$ cat src/source/kernel_pkg.sv
// Kernel package
// Shared word, address and count types for the read kernel,
// the controller state encoding and the build constants
`default_nettype none

package kernel_pkg;

  // ------------------------------------------------------------
  // Data path widths
  // ------------------------------------------------------------
  // One memory word, also the width of sums and maxima
  typedef logic [31:0] word_t;

  // Word address on a memory port and in a buffer argument
  typedef logic [31:0] addr_t;

  // Number of words one channel reads per run
  typedef logic [15:0] count_t;

  // ------------------------------------------------------------
  // Controller FSM
  // ------------------------------------------------------------
  // Idle waits for ap_start, run waits for both engines,
  // done holds ap_done until ap_continue
  typedef enum logic [1:0] {
    CTRL_IDLE = 2'd0,
    CTRL_RUN  = 2'd1,
    CTRL_DONE = 2'd2
  } ctrl_state_t;

  // ------------------------------------------------------------
  // Build constants
  // ------------------------------------------------------------
  // Internal reset window after ap_rst_n releases, in cycles
  localparam int RESET_HOLD_CYCLES = 16;

  // Read channels in the kernel
  localparam int NUM_CHANNELS = 2;

endpackage : kernel_pkg

`default_nettype wire

$ cat src/source/kernel_reset_sync.sv
// Kernel reset stretcher
// Turns the host ap_rst_n into an active high internal reset that
// stays on for a fixed window after ap_rst_n is released
`timescale 1ns/1ps
`default_nettype none

module kernel_reset_sync #(
  parameter int HOLD_CYCLES = 16
) (
  input  wire  ap_clk,
  input  wire  ap_rst_n,
  output logic areset
);

  // Counter wide enough for the whole hold window
  localparam int CNT_W = $clog2(HOLD_CYCLES + 1);

  logic [CNT_W-1:0] hold_cnt;

  // Assert at once on ap_rst_n low, release on a clock edge
  always_ff @(posedge ap_clk or negedge ap_rst_n) begin
    if (!ap_rst_n) begin
      hold_cnt <= '0;
      areset   <= 1'b1;
    end else if (areset) begin
      // Last cycle of the window drops areset
      if (hold_cnt == CNT_W'(HOLD_CYCLES - 1)) begin
        areset <= 1'b0;
      end else begin
        hold_cnt <= hold_cnt + 1'b1;
      end
    end
  end

  // Internal reset ends only once the host reset has stayed released
  // for the whole hold window
  areset_release_check : assert property (@(posedge ap_clk)
    $fell(areset) |-> ap_rst_n && $past(ap_rst_n, HOLD_CYCLES));

endmodule : kernel_reset_sync

`default_nettype wire

$ cat src/source/kernel_read_engine.sv
// Channel read engine
// Streams count words from base upward over a request/response port,
// keeps several reads in flight, and accumulates a running sum and
// maximum of the returned words
`timescale 1ns/1ps
`default_nettype none

module kernel_read_engine (
  input  wire                 ap_clk,
  input  wire                 areset,
  input  wire                 start,
  input  wire kernel_pkg::addr_t  base,
  input  wire kernel_pkg::count_t count,
  // Memory port
  output logic                mem_req,
  output kernel_pkg::addr_t   mem_addr,
  input  wire                 mem_ready,
  input  wire                 mem_rvalid,
  input  wire kernel_pkg::word_t  mem_rdata,
  // Results to the controller
  output logic                done,
  output kernel_pkg::word_t   sum,
  output kernel_pkg::word_t   max
);

  // ------------------------------------------------------------
  // Run tracking
  // ------------------------------------------------------------
  logic               busy;
  // Reads still to issue
  kernel_pkg::count_t issue_left;
  // Responses still to collect
  kernel_pkg::count_t recv_left;

  // Request held until accepted, address moves only on acceptance
  assign mem_req = busy && (issue_left != '0);

  always_ff @(posedge ap_clk) begin
    if (areset) begin
      busy       <= 1'b0;
      issue_left <= '0;
      recv_left  <= '0;
      done       <= 1'b0;
    end else begin
      done <= 1'b0;
      if (start) begin
        issue_left <= count;
        recv_left  <= count;
        // Empty run reports done one cycle after start
        busy       <= (count != '0);
        done       <= (count == '0);
      end else if (busy) begin
        if (mem_req && mem_ready) begin
          issue_left <= issue_left - 1'b1;
        end
        if (mem_rvalid) begin
          recv_left <= recv_left - 1'b1;
          // Final response closes the run
          if (recv_left == kernel_pkg::count_t'(1)) begin
            busy <= 1'b0;
            done <= 1'b1;
          end
        end
      end
    end
  end

  // ------------------------------------------------------------
  // Address and accumulators
  // ------------------------------------------------------------
  always_ff @(posedge ap_clk) begin
    if (start) begin
      mem_addr <= base;
      sum      <= '0;
      max      <= '0;
    end else begin
      if (mem_req && mem_ready) begin
        mem_addr <= mem_addr + 1'b1;
      end
      if (mem_rvalid) begin
        // Sum wraps modulo 2**32
        sum <= sum + mem_rdata;
        if (mem_rdata > max) begin
          max <= mem_rdata;
        end
      end
    end
  end

  // ------------------------------------------------------------
  // Checks
  // ------------------------------------------------------------
  // A response needs an accepted read still waiting
  rvalid_outstanding_check : assert property (@(posedge ap_clk) disable iff (areset)
    mem_rvalid |-> busy && (recv_left != issue_left));

  // Controller must not restart a running channel
  start_idle_check : assert property (@(posedge ap_clk) disable iff (areset)
    start |-> !busy);

endmodule : kernel_read_engine

`default_nettype wire

$ cat src/source/kernel_control.sv
// Kernel controller
// ap_ctrl_chain FSM that latches the buffer arguments, starts both
// read engines, waits for both to finish and holds the combined
// sum and maximum with ap_done until the host acknowledges
`timescale 1ns/1ps
`default_nettype none

module kernel_control (
  input  wire                ap_clk,
  input  wire                areset,
  input  wire                ap_start,
  input  wire                ap_continue,
  output logic               ap_idle,
  output logic               ap_ready,
  output logic               ap_done,
  // Buffer arguments
  input  wire kernel_pkg::addr_t buffer_0,
  input  wire kernel_pkg::addr_t buffer_1,
  input  wire kernel_pkg::addr_t buffer_2,
  input  wire kernel_pkg::addr_t buffer_3,
  // Engine launch
  output logic               start,
  output kernel_pkg::addr_t  base_0,
  output kernel_pkg::count_t count_0,
  output kernel_pkg::addr_t  base_1,
  output kernel_pkg::count_t count_1,
  // Engine results
  input  wire                done_0,
  input  wire kernel_pkg::word_t sum_0,
  input  wire kernel_pkg::word_t max_0,
  input  wire                done_1,
  input  wire kernel_pkg::word_t sum_1,
  input  wire kernel_pkg::word_t max_1,
  // Combined results
  output kernel_pkg::word_t  result_sum,
  output kernel_pkg::word_t  result_max
);

  kernel_pkg::ctrl_state_t state;

  // Sticky per-channel done, one bit per engine
  logic [kernel_pkg::NUM_CHANNELS-1:0] done_flag;
  logic [kernel_pkg::NUM_CHANNELS-1:0] done_seen;

  // Flags plus any done arriving this cycle
  assign done_seen = done_flag | {done_1, done_0};

  // ------------------------------------------------------------
  // Control FSM
  // ------------------------------------------------------------
  always_ff @(posedge ap_clk) begin
    if (areset) begin
      state     <= kernel_pkg::CTRL_IDLE;
      ap_idle   <= 1'b1;
      ap_ready  <= 1'b0;
      ap_done   <= 1'b0;
      start     <= 1'b0;
      done_flag <= '0;
    end else begin
      // Single-cycle strobes
      ap_ready <= 1'b0;
      start    <= 1'b0;
      case (state)
        kernel_pkg::CTRL_IDLE: begin
          if (ap_start) begin
            state     <= kernel_pkg::CTRL_RUN;
            ap_ready  <= 1'b1;
            ap_idle   <= 1'b0;
            start     <= 1'b1;
            done_flag <= '0;
          end
        end
        kernel_pkg::CTRL_RUN: begin
          done_flag <= done_seen;
          if (&done_seen) begin
            state   <= kernel_pkg::CTRL_DONE;
            ap_done <= 1'b1;
          end
        end
        kernel_pkg::CTRL_DONE: begin
          // Hold results until the host acknowledges
          if (ap_continue) begin
            state   <= kernel_pkg::CTRL_IDLE;
            ap_done <= 1'b0;
            ap_idle <= 1'b1;
          end
        end
        default: begin
          state <= kernel_pkg::CTRL_IDLE;
        end
      endcase
    end
  end

  // ------------------------------------------------------------
  // Descriptor and results
  // ------------------------------------------------------------
  always_ff @(posedge ap_clk) begin
    // Arguments taken on the same edge as ap_ready
    if (state == kernel_pkg::CTRL_IDLE && ap_start) begin
      base_0  <= buffer_0;
      count_0 <= buffer_1[15:0];
      base_1  <= buffer_2;
      count_1 <= buffer_3[15:0];
    end
    // Engines hold sum and max after their done pulse
    if (state == kernel_pkg::CTRL_RUN && (&done_seen)) begin
      result_sum <= sum_0 + sum_1;
      result_max <= (max_0 > max_1) ? max_0 : max_1;
    end
  end

  // Acceptance and completion never share a cycle
  ready_done_check : assert property (@(posedge ap_clk) disable iff (areset)
    !(ap_ready && ap_done));

endmodule : kernel_control

`default_nettype wire

$ cat src/source/kernel_afu.sv
// Kernel top level
// Host control and arguments in, two read channels out to memory;
// reset stretcher, controller and one read engine per channel
`timescale 1ns/1ps
`default_nettype none

module kernel_afu (
  input  wire                ap_clk,
  input  wire                ap_rst_n,
  // ap_ctrl_chain
  input  wire                ap_start,
  input  wire                ap_continue,
  output logic               ap_idle,
  output logic               ap_ready,
  output logic               ap_done,
  // Arguments
  input  wire kernel_pkg::addr_t buffer_0,
  input  wire kernel_pkg::addr_t buffer_1,
  input  wire kernel_pkg::addr_t buffer_2,
  input  wire kernel_pkg::addr_t buffer_3,
  // Results
  output kernel_pkg::word_t  result_sum,
  output kernel_pkg::word_t  result_max,
  // Channel 0 memory port
  output logic               mem_0_req,
  output kernel_pkg::addr_t  mem_0_addr,
  input  wire                mem_0_ready,
  input  wire                mem_0_rvalid,
  input  wire kernel_pkg::word_t mem_0_rdata,
  // Channel 1 memory port
  output logic               mem_1_req,
  output kernel_pkg::addr_t  mem_1_addr,
  input  wire                mem_1_ready,
  input  wire                mem_1_rvalid,
  input  wire kernel_pkg::word_t mem_1_rdata
);

  // ------------------------------------------------------------
  // Internal wires
  // ------------------------------------------------------------
  logic areset;
  logic engine_start;

  // Launch descriptor per channel
  kernel_pkg::addr_t  engine_base  [kernel_pkg::NUM_CHANNELS];
  kernel_pkg::count_t engine_count [kernel_pkg::NUM_CHANNELS];

  // Per channel results back to the controller
  logic [kernel_pkg::NUM_CHANNELS-1:0] engine_done;
  kernel_pkg::word_t  engine_sum   [kernel_pkg::NUM_CHANNELS];
  kernel_pkg::word_t  engine_max   [kernel_pkg::NUM_CHANNELS];

  // ------------------------------------------------------------
  // Reset and control
  // ------------------------------------------------------------
  kernel_reset_sync #(
    .HOLD_CYCLES(kernel_pkg::RESET_HOLD_CYCLES)
  ) inst_kernel_reset_sync (
    .ap_clk  (ap_clk),
    .ap_rst_n(ap_rst_n),
    .areset  (areset)
  );

  kernel_control inst_kernel_control (
    .ap_clk     (ap_clk),
    .areset     (areset),
    .ap_start   (ap_start),
    .ap_continue(ap_continue),
    .ap_idle    (ap_idle),
    .ap_ready   (ap_ready),
    .ap_done    (ap_done),
    .buffer_0   (buffer_0),
    .buffer_1   (buffer_1),
    .buffer_2   (buffer_2),
    .buffer_3   (buffer_3),
    .start      (engine_start),
    .base_0     (engine_base[0]),
    .count_0    (engine_count[0]),
    .base_1     (engine_base[1]),
    .count_1    (engine_count[1]),
    .done_0     (engine_done[0]),
    .sum_0      (engine_sum[0]),
    .max_0      (engine_max[0]),
    .done_1     (engine_done[1]),
    .sum_1      (engine_sum[1]),
    .max_1      (engine_max[1]),
    .result_sum (result_sum),
    .result_max (result_max)
  );

  // ------------------------------------------------------------
  // Read channels
  // ------------------------------------------------------------
  kernel_read_engine inst_kernel_read_engine_0 (
    .ap_clk    (ap_clk),
    .areset    (areset),
    .start     (engine_start),
    .base      (engine_base[0]),
    .count     (engine_count[0]),
    .mem_req   (mem_0_req),
    .mem_addr  (mem_0_addr),
    .mem_ready (mem_0_ready),
    .mem_rvalid(mem_0_rvalid),
    .mem_rdata (mem_0_rdata),
    .done      (engine_done[0]),
    .sum       (engine_sum[0]),
    .max       (engine_max[0])
  );

  kernel_read_engine inst_kernel_read_engine_1 (
    .ap_clk    (ap_clk),
    .areset    (areset),
    .start     (engine_start),
    .base      (engine_base[1]),
    .count     (engine_count[1]),
    .mem_req   (mem_1_req),
    .mem_addr  (mem_1_addr),
    .mem_ready (mem_1_ready),
    .mem_rvalid(mem_1_rvalid),
    .mem_rdata (mem_1_rdata),
    .done      (engine_done[1]),
    .sum       (engine_sum[1]),
    .max       (engine_max[1])
  );

endmodule : kernel_afu

`default_nettype wire

$ cat config.mk
export PLATFORM = sky130hd
export DESIGN_NAME = kernel_afu
export DESIGN_NICKNAME = d
export VERILOG_FILES = /design/src/source/kernel_pkg.sv /design/src/source/kernel_reset_sync.sv /design/src/source/kernel_read_engine.sv /design/src/source/kernel_control.sv /design/src/source/kernel_afu.sv
export SDC_FILE = /design/constraint.sdc
export NUM_CORES = 1
export LEC_CHECK = 0
export CAP_MARGIN = 30
export CORE_MARGIN = 3
export CORE_UTILIZATION = 55
export DETAILED_ROUTE_END_ITERATION = 10
export DONT_BUFFER_PORTS = 1
export PLACE_DENSITY = 0.74
export SYNTH_ARGS = -nofsm -noshare
export SYNTH_HDL_FRONTEND = slang
export SYNTH_HIERARCHICAL = 1
export SYNTH_SLANG_ARGS = --single-unit
$ cat constraint.sdc
create_clock -name ap_clk -period 13.09 [get_ports ap_clk]
set_input_delay 3.927 -clock ap_clk [delete_from_list [all_inputs] [get_ports ap_clk]]
set_output_delay 3.927 -clock ap_clk [all_outputs]
set_load 0.02 [all_outputs]
==> metrics.md <==
| Metric | Value |
|---|---|
| Critical path data arrival time | between 2000 and 3000 ps |
| Final RePlAce weighted congestion | approximately 0.96 |
| Largest stage delay on the critical path | between 500 and 600 ps |
| Largest net degree at the start of global routing | between 100 and 150 |
| FFs w/ async S/R, synth | 1.39% |
| Post-synthesis register bit count | ~430 |
| H-tree depth | 2 |
| Peak supply drop | 0.204 mV |
| Hpwl dp | 48.5 mm |
| Via count | between 15,000 and 20,000 |
| Worst Max-Slew Pin Slew | around 1100 ps |
| Global-route wire length before repair | between 100 and 150 mm |
| Ranking of synthesized cells by area | edfxtp_1 (27%), dfxtp_1 (16%), ha_1 (9.9%) |
| Synth cell types | 95 |
| ANT nets after route | 0 |
| Drt total wl | approximately 65 mm |
| I/O Pins | ~330 |
| Rows | just under 80 |
| Slowest CP cell | or4_4 |
| CTS Buf Count | 47 |
| Clock sinks | ~430 |
| Worst Setup Start Kind | register |
| Max Root-Sink Buffers | 3 |
| DRT Pass-1 Iters | 5 |
| Gate count of the mapped netlist | 2,598 |
| CORE AREA | around 45,000 um^2 |
| CTS resizes | 0 |
| Req. time, crit path | approximately 9000 ps |
| NumNets Final | a little under 3,000 |
| Final core occ | slightly above 60% |
| Mean Syn Cell Area | just under 10 um^2 |
| Switching Share | a little over two fifths |
| Max_cap viols | 0 |
| Top FF cell, synth | edfxtp_1 |
| Status | finished clean |
| Min cycle time layout | 6620 ps |
| YS warnings | 6 |
| Mapped Area | 25,200 um^2 |
| CP Capture Type | output pin |
| Logic pwr share | 41.9% |
| WP buf/inv | 0 |
| Root buffer cell | clkbuf_16 |
| Pre-CTS setup slack | around 6300 ps |
| Syn_nets | ~3,000 |
| Congestion Overflow GR | 0 |
| Tcrit/Tclk final | a little over 50% |
| Switch Pwr | a little under 0.003 W |
| Synth area leader | edfxtp_1 |
| CP top delay family | simple AND/OR/NAND/NOR gates |
| Final Setup Violations | 0 |
| DP Area | approximately 26,000 um^2 |
| P_leak | 10.9 nW |
| Die area | between 40,000 and 50,000 um^2 |
| Share of the synthesized area in the top cell type | a little over a quarter |
| Initial core utilization | 56.3% |
| Worst Path Max Fanout | 5 |
| Post-CTS Setup Repair Bufs | 0 |
| Tot GR Track Use | 26.4% |
| Synthesis-to-layout area growth | 7.74% |
| Fraction of layout cells with a size suffix above 1 | 5.70% |
| Critical path type | register to output pin |
| Vias per cell | 6.06 |
| Worst slew margin | around 28% |
| Hold WC Path Type | register to register |
| Worst-path clk slew | roughly 60 ps |
| PwrDens | between 200 and 300 nW/um^2 |
| Die height | approximately 220 um |
| Clk pwr share | ~18% |
| Worst Skew | around 23 ps |
| Clk_lat worst skew | approximately 600 ps |
| Pint | about 0.0042 W |
| CTS tree | yes |
| Hold violation count in the final report | 0 |
| Initial antenna violation count | 1 |
| Sequential Power Share | roughly two fifths |
| RSZ-0062 raised after global routing | false |
| Routed wire per std cell | roughly 20 um |
| Post-synth EDFFs | roughly 220 |
| CTS hold repair buffers | 0 |
| DRT iter0 DRCs | 1,397 |
| Setup TNS | 0 ps |
| PortBufs | 0 |
| DRC | 0 |
| Design Area, Final | around 27,000 um^2 |
| CP Cell Sequence | or4_4, or3_4, or3_2, o31a_1 |
| Seq/Total Area, Yosys | 43.4% |
| Slew Limit Fails | 0 |
| Number of global-route vias before repair | around 19,000 |
| Final WS setup | approximately 6500 ps |
| Max Clock Freq | roughly 150 MHz |
| Die width | approximately 220 um |
[tightest hold or removal path, cell delays in order, from the launching register on]
cell	delay, ps
dfxtp_1	320
nand2_1	60
a21oi_1	50
[final cells by class]
cell class / instances / area, um^2
Clock buffer: 64 / 1300
Clock inverter: 22 / 221
Tap cell: 592 / 741
Sequential cell: 433 / 10900
Multi-Input combinational cell: 1914 / 13300
Antenna cell: 1 / 2.50
Inverter: 152 / 573
Fill cell: 3664 / 17600
Timing Repair Buffer: 10 / 95.1
[per-layer routing]
| layer | global-route usage [%] | share of wire, % |
|---|---|---|
| met1 | 30.0 | 38 |
| met2 | 44.1 | 47 |
| met3 | 8.40 | 9.2 |
| met4 | 15.2 | 6.2 |
| met5 | 0 | 0 |
[flip-flops by register name, indices dropped and copies added, names as in the netlist, 32 cells and up]
| register | cells |
|---|---|
| inst_kernel_read_engine_1/mem_addr | 32 |
| inst_kernel_read_engine_0/mem_addr | 32 |
| inst_kernel_read_engine_0/sum | 32 |
| inst_kernel_control/base_1 | 32 |
| inst_kernel_read_engine_1/max | 32 |
| inst_kernel_control/base_0 | 32 |
| inst_kernel_read_engine_1/sum | 32 |
| inst_kernel_control/result_sum | 32 |
| inst_kernel_control/result_max | 32 |
| inst_kernel_read_engine_0/max | 32 |
[per-stage QoR]
stage / total power [W] / hold WS, ps / instances
2_1_floorplan: 0.00505 / 446 / 2598
4_1_cts: 0.00712 / 476 / 3186
5_1_grt: 0.00764 / 497 / 3187
6_report: 0.00713 / 474 / 3188
3_5_place_dp: 0.00577 / 466 / 3100
3_3_place_gp: 0.00563 / 454 / 3100
[final timing paths]
| kind | cells after the start | start | endpoint | slack (ps) |
|---|---|---|---|---|
| max reg2reg | 11 | inst_kernel_read_engine_0/max[1] | inst_kernel_read_engine_0/max[23] | 9700 |
| min in group asynchronous | 0 | ap_rst_n | inst_kernel_reset_sync/hold_cnt[3] | 3020 |
| max | 4 | inst_kernel_read_engine_0/issue_left[7] | mem_0_req | 6470 |
| min reg2reg | 2 | inst_kernel_control/done_flag[0] | inst_kernel_control/done_flag[0] | 470 |
| max in group asynchronous | 0 | ap_rst_n | inst_kernel_reset_sync/areset | 9900 |
| min | 2 | inst_kernel_control/done_flag[0] | inst_kernel_control/done_flag[0] | 470 |
[cell usage after synthesis (all sizes together) (12+ instances only)]
master  count
nand2     350
edfxtp    224
dfxtp     203
ha        199
a21oi     169
inv       150
nor2      145
o21ai     135
xnor2     112
mux2i      94
clkbuf     80
xor2       77
a21o       59
nand3      55
nand4      53
nor3       40
and3       38
mux2       37
nor4       36
a21boi     35
a211oi     29
a31oi      22
o21a       20
buf        19
nor2b      19
o21bai     19
or3        18
o211ai     17
nand2b     12
o22ai      12
[kinds of logic (layout without fill, tap and decap cells)]
kind of cell	after synthesis	count (layout)	synth area share, %
other	0	1	0
xor gates and xnor gates	189	189	6.59
buffers and inverters	251	248	4.03
and+or+nand+nor	810	810	15.3
adders and majority gates	202	202	10.1
AOI/OAI and AO/OA	582	582	14.8
DFF	433	433	43.4
muxes	131	131	5.84
[power groups by stage]
| stage | Combinational [W] | Clock, W | Sequential (W) |
|---|---|---|---|
| after floorplan | 0.00244 | 0 | 0.00261 |
| final | 0.00298 | 0.00131 | 0.00283 |
| after detailed placement | 0.00292 | 0 | 0.00285 |
| after global placement | 0.00280 | 0 | 0.00283 |
| after global routing | 0.00335 | 0.00140 | 0.00290 |
| after CTS | 0.00295 | 0.00134 | 0.00283 |
[cell usage in the layout (no fill, tap or decap), drive strengths merged, types with 10 or more instances in the layout]
master / n
a211oi: 29
a21boi: 35
a21o: 59
a21oi: 169
a31oi: 22
and3: 38
buf: 10
clkbuf: 64
clkinv: 19
dfxtp: 203
edfxtp: 224
ha: 199
inv: 149
mux2: 37
mux2i: 94
nand2: 350
nand2b: 12
nand3: 55
nand4: 53
nor2: 145
nor2b: 19
nor3: 40
nor4: 36
o211ai: 17
o21a: 20
o21ai: 135
o21bai: 19
o22ai: 12
or3: 18
xnor2: 112
xor2: 77
No activity file was read; power rests on OpenSTA's default activity.
